### src/dma_pkg.sv
// DMA shared definitions: field widths, table geometry, register offsets, engine states
package dma_pkg;

  ////////////////////////////////////////////////////////////////////////////
  // Bus and link geometry
  ////////////////////////////////////////////////////////////////////////////

  localparam int DATA_W         = 32;   // Bus and link word
  localparam int ADDR_W         = 16;   // Bus byte address
  localparam int MEM_WINDOW_BIT = 12;   // Set: access hits local memory

  // Request table
  localparam int TABLE_ENTRIES  = 4;
  localparam int TABLE_PTR_W    = 2;

  // Request fields
  localparam int LADDR_W        = 8;    // Local word address
  localparam int MEM_WORDS      = 256;
  localparam int SIZE_W         = 8;    // Payload words, zero = header only
  localparam int RTILE_W        = 8;    // Header bits 31:24
  localparam int RADDR_W        = 24;   // Header bits 23:0

  ////////////////////////////////////////////////////////////////////////////
  // Encodings
  ////////////////////////////////////////////////////////////////////////////

  // Word offset inside an entry, address bits 4:2
  typedef enum logic [2:0] {
    OFF_LADDR = 3'd0,
    OFF_SIZE  = 3'd1,
    OFF_RTILE = 3'd2,
    OFF_RADDR = 3'd3,
    OFF_CTRL  = 3'd5    // Byte offset 0x14
  } reg_off_e;

  // Transfer engine sequence
  typedef enum logic [2:0] {
    ENG_IDLE,
    ENG_HEADER,
    ENG_READ,
    ENG_SEND,
    ENG_ACK_LOW
  } eng_state_e;

endpackage

### src/dma_request_table.sv
// DMA request table: per-entry fields, pending/done tracking and lowest-index job handoff
module dma_request_table (
  input  logic                            clk,
  input  logic                            rst_i,
  // Field writes from the bus decoder
  input  logic                            fld_we_i,
  input  logic [dma_pkg::TABLE_PTR_W-1:0] fld_entry_i,
  input  dma_pkg::reg_off_e               fld_sel_i,
  input  logic [dma_pkg::DATA_W-1:0]      fld_data_i,
  input  logic                            start_en_i,
  input  logic [dma_pkg::TABLE_PTR_W-1:0] start_entry_i,
  // Readback
  input  logic [dma_pkg::TABLE_PTR_W-1:0] stat_entry_i,
  output logic [dma_pkg::DATA_W-1:0]      stat_word_o,
  // Job handshake toward the engine
  output logic                            job_req_o,
  output logic [dma_pkg::TABLE_PTR_W-1:0] job_entry_o,
  output logic [dma_pkg::LADDR_W-1:0]     job_laddr_o,
  output logic [dma_pkg::SIZE_W-1:0]      job_size_o,
  output logic [dma_pkg::RTILE_W-1:0]     job_rtile_o,
  output logic [dma_pkg::RADDR_W-1:0]     job_raddr_o,
  input  logic                            job_ack_i
);
  import dma_pkg::*;

  // Field storage
  logic [LADDR_W-1:0]       laddr_q [TABLE_ENTRIES];
  logic [SIZE_W-1:0]        size_q  [TABLE_ENTRIES];
  logic [RTILE_W-1:0]       rtile_q [TABLE_ENTRIES];
  logic [RADDR_W-1:0]       raddr_q [TABLE_ENTRIES];
  logic [TABLE_ENTRIES-1:0] pend_q;
  logic [TABLE_ENTRIES-1:0] done_q;
  // Priority pick
  logic                     pick_vld;
  logic [TABLE_PTR_W-1:0]   pick_idx;

  // Payload registers, low bits of the write data
  always_ff @(posedge clk) begin
    if (fld_we_i) begin
      case (fld_sel_i)
        OFF_LADDR: laddr_q[fld_entry_i] <= fld_data_i[LADDR_W-1:0];
        OFF_SIZE:  size_q[fld_entry_i]  <= fld_data_i[SIZE_W-1:0];
        OFF_RTILE: rtile_q[fld_entry_i] <= fld_data_i[RTILE_W-1:0];
        OFF_RADDR: raddr_q[fld_entry_i] <= fld_data_i[RADDR_W-1:0];
        default: ;
      endcase
    end
  end

  // Readback, zero-extended
  always_comb begin
    stat_word_o = '0;
    case (fld_sel_i)
      OFF_LADDR: stat_word_o[LADDR_W-1:0] = laddr_q[stat_entry_i];
      OFF_SIZE:  stat_word_o[SIZE_W-1:0]  = size_q[stat_entry_i];
      OFF_RTILE: stat_word_o[RTILE_W-1:0] = rtile_q[stat_entry_i];
      OFF_RADDR: stat_word_o[RADDR_W-1:0] = raddr_q[stat_entry_i];
      OFF_CTRL:  stat_word_o[1:0]         = {pend_q[stat_entry_i], done_q[stat_entry_i]};
      default: ;
    endcase
  end

  ////////////////////////////////////////////////////////////////////////////
  // Job selection and handshake
  ////////////////////////////////////////////////////////////////////////////

  // Lowest pending index wins, scanned downward so the last hit is lowest
  always_comb begin
    pick_vld = 1'b0;
    pick_idx = '0;
    for (int i = TABLE_ENTRIES - 1; i >= 0; i--) begin
      if (pend_q[i]) begin
        pick_vld = 1'b1;
        pick_idx = TABLE_PTR_W'(i);
      end
    end
  end

  always_ff @(posedge clk) begin
    if (rst_i) begin
      pend_q      <= '0;
      done_q      <= '0;
      job_req_o   <= 1'b0;
      job_entry_o <= '0;
    end else begin
      // Engine finished: retire the entry and release the request
      if (job_req_o && job_ack_i) begin
        job_req_o             <= 1'b0;
        pend_q[job_entry_o]   <= 1'b0;
        done_q[job_entry_o]   <= 1'b1;
      end else if (!job_req_o && !job_ack_i && pick_vld) begin
        // Handshake idle, hand out the next entry
        job_req_o   <= 1'b1;
        job_entry_o <= pick_idx;
      end
      // Start last so a fresh start survives a same-cycle retire
      if (start_en_i) begin
        pend_q[start_entry_i] <= 1'b1;
        done_q[start_entry_i] <= 1'b0;
      end
    end
  end

  // Fields of the latched entry, stable while the request is up
  assign job_laddr_o = laddr_q[job_entry_o];
  assign job_size_o  = size_q[job_entry_o];
  assign job_rtile_o = rtile_q[job_entry_o];
  assign job_raddr_o = raddr_q[job_entry_o];

  // Handed-out entry stays pending for the whole handshake
  a_job_pending: assert property (@(posedge clk) disable iff (rst_i)
    job_req_o |-> pend_q[job_entry_o]);

endmodule

### config.mk
export PLATFORM = sky130hd
export DESIGN_NAME = dma_request_table
export DESIGN_NICKNAME = d
export VERILOG_FILES = /design/src/dma_pkg.sv /design/src/dma_request_table.sv
export SDC_FILE = /design/constraint.sdc
export NUM_CORES = 1
export LEC_CHECK = 0
export BUFFER_PORTS_ARGS = -buffer_cell sky130_fd_sc_hd__buf_2
export CAP_MARGIN = 20
export CELL_PAD_IN_SITES_DETAIL_PLACEMENT = 0
export CELL_PAD_IN_SITES_GLOBAL_PLACEMENT = 1
export CORE_MARGIN = 2
export CORE_UTILIZATION = 45
export DETAILED_ROUTE_END_ITERATION = 10
export GPL_TIMING_DRIVEN = 0
export PLACE_DENSITY_LB_ADDON = 0.1
export SLEW_MARGIN = 20
export SYNTH_ARGS = -nofsm -noshare
export SYNTH_HDL_FRONTEND = slang
export SYNTH_SLANG_ARGS = --single-unit
### constraint.sdc
create_clock -name clk -period 7.9 [get_ports clk]
set_input_delay 0.395 -clock clk [delete_from_list [all_inputs] [get_ports clk]]
set_output_delay 0.395 -clock clk [all_outputs]
set_load 0.01 [all_outputs]
After elaboration in Yosys (flattened, before gate mapping) --
Memories as Yosys holds them, arrays and structs flattened. A register that Yosys moved wholly into a read port is not among the register bits. Cells that the tools add are included. Widths: inputs -> output; s select.
Storage, ports and cells: memories 4, register bits 11, RAM bits 192, logic and storage cells 79, bits of input ports 46, output and inout port bits 83
Operators by class: $lt $le $gt $ge 5, bitwise operators 7, equal/unequal tests 4, multiplexer cells 45, reductions and logical operators 10
Memory list:
- raddr_q | depth 4, width 24, read ports 2, clocked after memory_dff 1, wr ports 1, line dma_request_table.sv:30 | logic [RADDR_W-1:0] raddr_q [TABLE_ENTRIES];
- laddr_q | depth 4, width 8, read ports 2, clocked after memory_dff 1, wr ports 1, line dma_request_table.sv:27 | logic [LADDR_W-1:0] laddr_q [TABLE_ENTRIES];
- rtile_q | depth 4, width 8, read ports 2, clocked after memory_dff 1, wr ports 1, line dma_request_table.sv:29 | logic [RTILE_W-1:0] rtile_q [TABLE_ENTRIES];
- size_q | depth 4, width 8, read ports 2, clocked after memory_dff 1, wr ports 1, line dma_request_table.sv:28 | logic [SIZE_W-1:0] size_q [TABLE_ENTRIES];
Operators with widths (count):
- $mux 2 | 12
- $mux 4 | 6
- $pmux 6 s4 | 1
- $mux 1 | 20
- $mux 16 | 1
- $pmux 2 s5 | 1
- $lt 2x3->1 const B | 3
- $and 4x4->4 | 2
- $not 4->4 | 2
- $or 4x4->4 | 2
- $eq 3x2->1 const B | 2
- $logic_and 1x1->1 | 5
- $bmux 1 s2 | 2
- $demux 1 s2 | 2
- $ge 2x1->1 const B | 2
- $eq 3x1->1 const B | 1
- $eq 3x3->1 const B | 1
- $logic_not 3->1 | 1
- $logic_not 1->1 | 2
- $reduce_and 2->1 | 1
- $reduce_or 2->1 | 1
- $not 1->1 | 1

Longest topological paths before layout --
Gate-level depths: netlist of the first run.
word-level depth 10, mapped depth 7, mapped depth without buffers 4

Least setup slack after synthesis of the first run --
Ideal clock, no wire load.
path type in2reg, from in fld_sel_i[1], to mem raddr_q[0][0] (enable), path slack 4.799 ns, required time 7.465 ns, setup time 0.435 ns, arrival 2.666 ns, stages 4, buffers on the path 0, cells stage by stage nor2b_1 and2_1 nand2_1 nor3_1
On the way: longest elaborated chain between the ends 4
Ends and longest elaborated chain:
- start, declared | line dma_request_table.sv:8 | input dma_pkg::reg_off_e fld_sel_i,
- $eq 3x2->1 | line dma_request_table.sv:40 | case (fld_sel_i)
- $mux 1 | line dma_request_table.sv:40
- $mux 1 | line dma_request_table.sv:39 | if (fld_we_i) begin
- $mux 1 (implied by the code) | line dma_request_table.sv:44 | OFF_RADDR: raddr_q[fld_entry_i] <= fld_data_i[RADDR_W-1:0];
- end, declared | line dma_request_table.sv:30
No other way between the ends.

==> results of run 1 <==
## registers in the layout, summed over array words and instances, names as in the netlist, named ones only
register and cells:
raddr_q 96, job_req_o 1, pend_q 4, done_q 4, laddr_q 32, rtile_q 32
job_entry_o 2, size_q 32
## report_power, final
| part | switching [uW] | internal (uW) | total (uW) |
|---|---|---|---|
| registers | 8.05 | 1200 | 1210 |
| clock network | 405 | 608 | 1010 |
| logic | 107 | 86.2 | 193 |
## routing by layer
| layer | up-vias | wire, um |
|---|---|---|
| li1 | 2260 | - |
| met1 | 2784 | 9610 |
| met2 | 180 | 11600 |
| met3 | 43 | 1230 |
| met4 | 0 | 514 |
| met5 | - | 0 |
## Yosys cell counts, types with 7 or more instances
cell,n
edfxtp_1,192
mux4_2,94
nor2_1,21
and3_1,16
mux2i_1,15
buf_4,14
dfxtp_1,13
clkbuf_1,11
buf_2,10
nand2_1,7
nor3_1,7
## logic make-up after synthesis
kind of cell | count (synthesis) | synth area share (%)
other | 1 | 0.0408
muxes | 112 | 25.4
AOI/OAI and AO/OA | 27 | 1.98
DFF | 205 | 65.6
buffers and inverters | 41 | 2.55
and+or+nand+nor | 76 | 4.43
## cell type report
| class | count | share of cell area, % |
|---|---|---|
| multi-input combinational | 223 | 27.3 |
| buffer | 37 | 2.00 |
| sequential | 205 | 54.9 |
| timing repair buffer | 120 | 6.12 |
| tap | 270 | 3.08 |
| clock inverter | 8 | 0.810 |
| clock buffer | 32 | 5.64 |
| inverter | 4 | 0.137 |
## path summary, 6_finish.rpt
kind | cells past startpoint | end | from
min reg2reg | 2 | done_q[3] | done_q[3]
max | 4 | job_size_o[1] | flip-flop
min | 1 | raddr_q[2][11] | fld_data_i[11]
max reg2reg | 4 | job_entry_o[0] | pend_q[0]
## through the flow
stage	instances	setup WS [ps]	utilization, %
6_report	899	5060	54.6
5_1_grt	899	4970	54.6
4_1_cts	899	4990	54.6
3_5_place_dp	859	4600	51.1
3_3_place_gp	850	2230	50.3
2_1_floorplan	469	4800	-
==> summary.md, run 1 <==
| Metric | Value |
|---|---|
| FMAX | `0.352 GHz` |
| Post-CTS Hold Fix Bufs | `0` |
| First-pass GRT wire length | `approximately 34000 um` |
| RSZ-0062 raised after global routing | `false` |
| GRT overflow | `0` |
| Async SR Flop Fraction | `0%` |
| Met3 usage | `2.98%` |
| Most frequent cells in the layout | `192 x edfxtp_1, 121 x buf_2, 94 x mux4_2` |
| Die height | `147 um` |
| Slew Limit Headroom | `26.1%` |
| Design Power | `approximately 2400 uW` |
| Slowest CP cell | `clkbuf_1` |
| Gates resized, CTS repair | `0` |
| Initial antenna violation count | `0` |
| Inserted Clock Buffers | `22` |
| ANT cells | `0` |
| DR vias | `5267` |
| Vias in the first global route | `5565` |
| Global routing's busiest layer | `met2` |
| Yosys top cell by area | `edfxtp_1` |
| Largest net degree at the start of global routing | `22` |
| H-tree levels | `1` |
| Slew @ Worst Pin | `1100 ps` |
| Cell variety after synth | `41` |
| Cell mode on critical path | `buf_2` |
| Number of synthesized register bits | `205` |
| Initial Util | `45.7%` |
| M1 GR Usage | `29.0%` |
| Final setup vio count | `0` |
| VDD IR max | `0.161 mV` |
| Max Transition Viols Final | `0` |
| Setup crit end kind | `output pin` |
| Synth top area share | `62.8%` |
| Register area share after synthesis | `65.6%` |
| Mean routed wirelength per cell | `25.5 um` |
| Most common cell after layout, fill and taps aside | `edfxtp_1` |
| Final HPWL DP | `between 15000 and 20000 um` |
| Hold Crit Class | `input port to flip-flop` |
| CTS clk-pin slew, worst paths | `60 ps` |
| Core Area | `20100 um2` |
| Fin crit period | `2840 ps` |
| Lkg Pwr | `0.00378 uW` |
| Critical path class | `flip-flop to output pin` |
| Crit-path max FO | `10` |
| Number of post-CTS setup repair buffers | `0` |
| Die width | `147 um` |
| Register area | `6030 um2` |
| Final hold violations | `0` |
| Avg Cell Area, Syn | `19.9 um2` |
| Rows | `52` |
| Fin Hold WS | `108 ps` |
| Status | `complete, no violations` |
| Fill cell count | `1588` |
| CTS Buffer Depth | `3` |
| Met2 Use GR | `36.8%` |
| IO Pins | `approximately 130` |
| PwrDens | `220 nW/um2` |
| Port Buf Inserts | `111` |
| Area occupied by multi-input gates | `3000 um2` |
| Area after DPL | `10300 um2` |
| CTS tree | `yes` |
| Number of max-cap violations | `0` |
| Dominant cells by area after synthesis | `edfxtp_1 63%, mux4_2 23%, dfxtp_1 2.8%` |
| WP data required | `7510 ps` |
| DRT antenna net count | `0` |
| Clock latency on the worst-skew pair | `500 ps` |
| Number of synthesized flops with an enable pin | `about 190` |
| GPL Wtd Cong | `0.841` |
| CP top delay family | `buffers and inverters` |
| Drt pass-1 iters | `5` |
| Mapped cell area | `9190 um2` |
| Top FF cell, synth | `edfxtp_1` |
| Die area | `between 20000 and 25000 um2` |
| Tcrit/Tclk final | `36.0%` |
| P&R area growth vs syn | `19.4%` |
| Drt total wl | `23000 um` |
| Clock tree sinks | `roughly 210` |
| CP Cell Sequence | `buf_2, clkbuf_1, mux4_2, buf_2` |
| Global-route usage over all layers | `a little over a fifth` |
| Ys Warns | `0` |
| Internal reg-to-reg setup slack | `between 6000 and 7000 ps` |
| Mapped Cells | `approximately 460` |
| Final Skew | `about 6.3 ps` |
| CTS root buffer | `clkbuf_16` |
| DRC | `0` |
| Arrival time at the worst endpoint | `2450 ps` |
| Layout cell share with drive strength beyond 1 | `44.8%` |
| Vias/cell | `5.86` |
| Crit start category | `flip-flop` |
| Final Instance Area | `approximately 11000 um2` |
| CP peak stage delay | `630 ps` |
| WP buf/inv | `3` |
| Initial DRC count | `~420` |
| Setup TNS | `0 ps` |
| Final net count | `659` |
Note: power is estimated with default switching activity, not from simulation.
==> run 2, diff against run 1 <==
- clock period: 7.9 -> 2.4 ns (I/O delays scaled with it)
==> run 2 against run 1 <==
Power rose to 3.2 times the previous value. Non-clock buffer count up 26. Via count up 2.5%. Largest power group unchanged.
==> summary.md, run 2 (synthesized netlist as in run 1, its figures left out) <==
| Metric | Value |
|---|---|
| CTS root buffer | `clkbuf_16 (unchanged)` |
| Lkg Pwr | `0.00386 uW (was 0.00378 uW)` |
| Die area | `21600 um2 (unchanged)` |
| CTS tree | `yes (unchanged)` |
| Largest net degree at the start of global routing | `21 (was 22)` |
| Slew Limit Headroom | `21.4% (was 26.1%)` |
| Max reg flops | `96 (unchanged)` |
| Slowest CP cell | `clkbuf_2 (was clkbuf_1)` |
| GPL Wtd Cong | `0.860 (was 0.841)` |
| End-of-flow core utilization | `55.8% (was 54.6%)` |
| CTS clk-pin slew, worst paths | `60 ps (about the same)` |
| Clock tree sinks | `205 (unchanged)` |
| First-pass GRT wire length | `35000 um (was 34200 um)` |
| Port Buf Inserts | `111 (unchanged)` |
| Initial DRC count | `381 (was 419)` |
| Layout cell share with drive strength beyond 1 | `42.9% (was 44.8%)` |
| Area after DPL | `10300 um2 (about the same)` |
| Die width | `147 um (unchanged)` |
| Initial antenna violation count | `0 (unchanged)` |
| Global-route usage over all layers | `22.0% (was 21.5%)` |
| Non-filler cells, final | `925 (was 899)` |
| Die height | `147 um (unchanged)` |
| FMAX | `0.426 GHz` |
| Cell mode on critical path | `buf_2 (unchanged)` |
| Core Area | `20100 um2 (unchanged)` |
| Initial Util | `45.7% (unchanged)` |
| H-tree levels | `1 (unchanged)` |
| Number of max-cap violations | `0 (unchanged)` |
| Final hold violations | `0 (unchanged)` |
| Hold Crit Class | `input port to flip-flop (unchanged)` |
| WP buf/inv | `3 (unchanged)` |
| CP top delay family | `buffers and inverters (unchanged)` |
| Dpl ws | `-311 ps (was 4600 ps)` |
| Arrival time at the worst endpoint | `2230 ps (was 2450 ps)` |
| Number of post-CTS setup repair buffers | `0 (unchanged)` |
| Setup WS post-layout | `53.7 ps (was 5060 ps)` |
| Final HPWL DP | `15900 um (was 15800 um)` |
| Setup crit end kind | `output pin (unchanged)` |
| Tcrit/Tclk final | `~100%` |
| Clock latency on the worst-skew pair | `500 ps (about the same)` |
| Max Transition Viols Final | `0 (unchanged)` |
| IO Pins | `129 (unchanged)` |
| CP Cell Sequence | `buf_2, clkbuf_2, mux4_2, buf_2 (was buf_2, clkbuf_1, mux4_2, buf_2)` |
| Design Power | `7700 uW (was 2420 uW)` |
| CTS Buffer Depth | `3 (unchanged)` |
| ANT cells | `0 (unchanged)` |
| DRT antenna net count | `0 (unchanged)` |
| P&R area growth vs syn | `22.0% (was 19.4%)` |
| Final net count | `685 (was 659)` |
| CP peak stage delay | `420 ps (was 630 ps)` |
| Inserted Clock Buffers | `22 (unchanged)` |
| PwrDens | `687 nW/um2 (was 220 nW/um2)` |
| Fin crit period | `2350 ps` |
| WP data required | `2280 ps (was 7510 ps)` |
| Status | `complete, no violations (unchanged)` |
| Final Instance Area | `11200 um2 (was 11000 um2)` |
| Drt total wl | `23300 um (was 23000 um)` |
| Final setup vio count | `0 (unchanged)` |
| Drt pass-1 iters | `5 (unchanged)` |
| RSZ-0062 raised after global routing | `false (unchanged)` |
| Largest reg by FF count | `raddr_q (unchanged)` |
| Vias/cell | `5.84 (was 5.86)` |
| GRT overflow | `0 (unchanged)` |
| Crit-path max FO | `10 (unchanged)` |
| Mean routed wirelength per cell | `25.2 um (was 25.5 um)` |
| Final Skew | `3.30 ps (was 6.27 ps)` |
| Placed Cells | `858 (was 859)` |
| Vias in the first global route | `5708 (was 5565)` |
| Rows | `52 (unchanged)` |
| Most frequent cells in the layout | `192 x edfxtp_1, 119 x buf_2, 95 x mux4_2 (was 192 x edfxtp_1, 121 x buf_2, 94 x mux4_2)` |
| DRC | `0 (unchanged)` |
| Fill cell count | `1539 (was 1588)` |
| Critical path class | `flip-flop to output pin (unchanged)` |
| VDD IR max | `0.580 mV (was 0.161 mV)` |
| Slew @ Worst Pin | `1180 ps (was 1100 ps)` |
| Most common cell after layout, fill and taps aside | `edfxtp_1 (unchanged)` |
| Crit start category | `flip-flop (unchanged)` |
| DR vias | `5400 (was 5267)` |
## run 2: cell count changes in the layout (fill, tap and decap cells not counted), moves of 2 or more
cell / before / now
clkbuf_1: 19 / 17
buf_4: 17 / 15
buf_8: 0 / 2
buf_2: 121 / 119
clkinv_1: 3 / 7
dlygate4sd3_1: 0 / 27
bufinv_16: 2 / 0
buf_16: 0 / 2
clkbuf_2: 0 / 2
buf_12: 3 / 1
## run 2: worst paths after layout
kind / start / end / slack, ps / cells after the start
max: flip-flop / job_size_o[1] / 50 / 4
min: fld_data_i[5] / raddr_q[0][5] / 10 / 1
max reg2reg: job_entry_o[0] / pend_q[3] / 870 / 4
min reg2reg: done_q[3] / done_q[3] / 450 / 2
## run 2: worst reg2reg max path, cell delays in order, from the launching register on
cell and delay [ps]:
dfxtp_1 450, nand4_1 170, a32oi_1 170, dlygate4sd3_1 570, nor2_1 40
## run 2: area by class of cell
cell class              instances  area, um2  area share, %
repair buffers                146        961           8.57
plain buffers                  37        234           2.09
inverters                       4       15.0          0.134
clock inverters                10       56.3          0.502
clock buffers                  30        581           5.18
well taps                     270        338           3.01
multi-input cells             223       3000           26.8
flip-flops and latches        205       6030           53.7
## run 2: timing repair
item	in CTS	in global routing
resized for setup	5	2
hold buffers	27	0
setup endpoints to repair	20	11
endpoints found under the hold margin	97	0
## run 2: layer usage
| layer | wire, um | global-route usage [%] | up-vias |
|---|---|---|---|
| met4 | 554 | 6.17 | 0 |
| met2 | 11700 | 37.7 | 201 |
| li1 | - | - | 2307 |
| met1 | 9660 | 29.4 | 2850 |
| met5 | 0 | 0 | - |
| met3 | 1420 | 3.57 | 42 |
## run 2: power breakdown
part / total [uW] / switching [uW] / internal (uW)
registers: 3980 / 26.6 / 3960
logic: 678 / 363 / 315
clock network: 3040 / 1340 / 1700
total: 7700 / 1730 / 5970
## run 2: through the flow
step / hold slack [ps] / setup TNS [ps]
finish: 12.3 / 0
global route: 19.1 / 0
CTS: 8.28 / 0
detailed placement: 343 / -15120
global placement: 332 / -162720
floorplan: 199 / 0
==> run 3, diff against run 2 <==
- ABC_AREA: default -> 1
- CORE_ASPECT_RATIO: default -> 1.25
- CORE_UTILIZATION: 45 -> 40
==> run 3 against run 2 <==
Sequential share of layout area shrank 3.4 points. Global-route usage grew 4.2 points. Final cell count grew 72%. Clock power grew 13%. Wire length grew 46%. Sequential power is essentially flat. Register-to-register slack gained 410 ps. Area after synthesis grew 7.6%. First-iteration DRC count grew 85%. Fmax grew 0.64%. Via count grew 54%. Critical endpoint is now job_raddr_o[23].
==> summary.md, run 3 <==
| Metric | Value |
|---|---|
| Status | `complete, no violations (unchanged)` |
| Crit start category | `flip-flop (unchanged)` |
| Most common cell after layout, fill and taps aside | `nand2_1 (was edfxtp_1)` |
| GPL Wtd Cong | `0.835 (was 0.860)` |
| Placed Cells | `1533 (was 858)` |
| Yosys top cell by area | `edfxtp_1 (unchanged)` |
| Drt pass-1 iters | `6 (was 5)` |
| Avg Cell Area, Syn | `9.12 um2 (was 19.9 um2)` |
| Setup crit end kind | `output pin (unchanged)` |
| Design Power | `8400 uW (was 7700 uW)` |
| CTS Buffer Depth | `3 (unchanged)` |
| Dominant cells by area after synthesis | `edfxtp_1 58%, nand2_1 11%, nor2_1 7.3% (was edfxtp_1 63%, mux4_2 23%, dfxtp_1 2.8%)` |
| Number of synthesized register bits | `205 (unchanged)` |
| Met2 Wirelength | `17100 um (was 11700 um)` |
| Layout cell share with drive strength beyond 1 | `16.5% (was 42.9%)` |
| CTS tree | `yes (unchanged)` |
| Final net count | `1296 (was 685)` |
| Arrival time at the worst endpoint | `2210 ps (was 2230 ps)` |
| Met3 wire len | `2190 um (was 1420 um)` |
| Most frequent cells in the layout | `282 x nand2_1, 192 x edfxtp_1, 189 x nor2_1 (was 192 x edfxtp_1, 119 x buf_2, 95 x mux4_2)` |
| Async SR Flop Fraction | `0% (unchanged)` |
| FF-to-FF Start | `job_entry_o[1] (was job_entry_o[0])` |
| Number of max-cap violations | `0 (unchanged)` |
| Synth cell count leaders | `282 x nand2_1, 193 x nor2_1, 192 x edfxtp_1 (was 192 x edfxtp_1, 94 x mux4_2, 21 x nor2_1)` |
| Clock latency on the worst-skew pair | `520 ps (was 500 ps)` |
| Max Transition Viols Final | `0 (unchanged)` |
| DRT antenna net count | `0 (unchanged)` |
| Core Area | `24300 um2 (was 20100 um2)` |
| M1 WL | `13900 um (was 9660 um)` |
| P&R area growth vs syn | `21.1% (was 22.0%)` |
| Hold Path Origin | `fld_data_i[1] (was fld_data_i[5])` |
| Die area | `26000 um2 (was 21600 um2)` |
| Inserted Clock Buffers | `22 (unchanged)` |
| Hold Crit Class | `input port to flip-flop (unchanged)` |
| Clock tree sinks | `205 (unchanged)` |
| Register area share after synthesis | `61.0% (was 65.6%)` |
| Final HPWL DP | `22800 um (was 15900 um)` |
| VDD IR max | `0.538 mV (was 0.580 mV)` |
| Drt total wl | `34100 um (was 23300 um)` |
| GRT overflow | `0 (unchanged)` |
| Number of post-CTS setup repair buffers | `0 (unchanged)` |
| Fill cell count | `2429 (was 1539)` |
| Port Buf Inserts | `108 (was 111)` |
| Non-filler cells, final | `1594 (was 925)` |
| Die width | `145 um (was 147 um)` |
| Final setup vio count | `0 (unchanged)` |
| Most common cell in the netlist | `nand2_1 (was edfxtp_1)` |
| Rows | `64 (was 52)` |
| RSZ-0062 raised after global routing | `false (unchanged)` |
| Global-route usage over all layers | `26.2% (was 22.0%)` |
| Lkg Pwr | `0.00489 uW (was 0.00386 uW)` |
| PwrDens | `702 nW/um2 (was 687 nW/um2)` |
| Max reg flops | `96 (unchanged)` |
| DRC | `0 (unchanged)` |
| R2r worst-path depth | `5 (was 4)` |
| Worst hold endpoint | `raddr_q[3][1] (was raddr_q[0][5])` |
| WP data required | `2280 ps (about the same)` |
| Fin Hold WS | `16.3 ps (was 12.3 ps)` |
| Largest reg by FF count | `raddr_q (unchanged)` |
| Largest net degree at the start of global routing | `19 (was 21)` |
| IO Pins | `129 (unchanged)` |
| Setup TNS | `0 ps (unchanged)` |
| Final Skew | `6.60 ps (was 3.30 ps)` |
| CTS clk-pin slew, worst paths | `60 ps (about the same)` |
| RR Endpoint | `pend_q[3] (unchanged)` |
| Vias/cell | `5.21 (was 5.84)` |
| Cell variety after synth | `26 (was 41)` |
| Mapped Cells | `1084 (was 462)` |
| Crit-path max FO | `10 (unchanged)` |
| Tcrit/Tclk final | `97.1% (was 97.8%)` |
| FMAX | `0.429 GHz (was 0.426 GHz)` |
| Initial Util | `40.6% (was 45.7%)` |
| Mapped cell area | `9880 um2 (was 9190 um2)` |
| Internal reg-to-reg setup slack | `1280 ps (was 870 ps)` |
| Top FF cell, synth | `edfxtp_1 (unchanged)` |
| Initial DRC count | `705 (was 381)` |
| Final hold violations | `0 (unchanged)` |
| First-pass GRT wire length | `49700 um (was 35000 um)` |
| Synth top area share | `58.3% (was 62.8%)` |
| CTS root buffer | `clkbuf_16 (unchanged)` |
| ANT cells | `0 (unchanged)` |
| Mean routed wirelength per cell | `21.4 um (was 25.2 um)` |
| Max layer used | `met4 (unchanged)` |
| Ys Warns | `0 (unchanged)` |
| Critical path class | `flip-flop to output pin (unchanged)` |
| Number of synthesized flops with an enable pin | `192 (unchanged)` |
| Hold depth | `1 (unchanged)` |
| Slew @ Worst Pin | `1120 ps (was 1180 ps)` |
| Die height | `180 um (was 147 um)` |
| Slew Limit Headroom | `25.4% (was 21.4%)` |
| End-of-flow core utilization | `49.2% (was 55.8%)` |
| H-tree levels | `1 (unchanged)` |
| Fin crit period | `2330 ps (was 2350 ps)` |
| Vias in the first global route | `7978 (was 5708)` |
| DR vias | `8307 (was 5400)` |
| Initial antenna violation count | `0 (unchanged)` |
run 3: changes by cell type in the layout (fill, tap and decap cells not counted), sizes merged, moves of 7 or more:
cell	delta
a21oi	+75
and3	-16
buf	+9
clkbuf	+20
inv	+53
mux2i	-15
mux4	-96
nand2	+275
nand3	+8
nand4	+7
nor2	+173
o21ai	+125
o22ai	+21
run 3: metrics by stage:
step	instance area [um2]	worst slack, ps
3_5_place_dp	11000	-150
6_report	12000	68.5
4_1_cts	11900	2.93
3_3_place_gp	10900	-1490
2_1_floorplan	9910	191
5_1_grt	12000	2.74
run 3: per-layer routing:
layer / global-route usage, % / vias to the layer above
li1: - / 3984
met1: 34.1 / 3930
met2: 45.9 / 331
met3: 3.06 / 62
met4: 7.07 / 0
met5: 0 / -
run 3: final cells by class:
class,instances,area (um2),area share (%)
buffer,74,442,3.69
clock buffer,29,598,5.00
clock inverter,9,115,0.962
inverter,57,216,1.81
multi-input combinational,755,3280,27.4
sequential,205,6030,50.4
tap,330,413,3.45
timing repair buffer,135,873,7.30
run 3: cell families after synthesis:
family	Yosys count	share of synthesized area, %
other cells	1	0.0379
buf+inv	131	6.38
simple gates	506	20.0
flops	205	61.0
compound gates	241	12.6
run 3: critical path, stage by stage, from the launching register on:
cell and delay (ps):
dfxtp_1 450, buf_2 340, buf_2 400, nor2_1 100
o22ai_1 220, buf_2 180
run 3: repair_timing:
action                                  CTS  global route
hold buffers                             23             0
gates resized for setup                   5            19
hold endpoints to repair                 91             0
endpoints found under the setup margin   20            26
run 3: power by group:
group,switching (uW),leakage (uW),total [uW],internal (uW)
clock,1380,0.000347,3440,2060
sequential,22.8,0.00184,3980,3960
combinational,658,0.00271,979,320
run 3: worst max-delay path by stage:
stage                     depth (start not counted)    startpoint               to
final                                             5     flip-flop  job_raddr_o[23]
after global routing                              5     flip-flop  job_raddr_o[23]
after CTS                                         5     flip-flop   job_rtile_o[5]
after detailed placement                          4  fld_sel_i[0]    rtile_q[1][3]
after global placement                            5  fld_sel_i[1]    raddr_q[3][2]
after floorplan                                   4  fld_sel_i[2]    raddr_q[0][0]
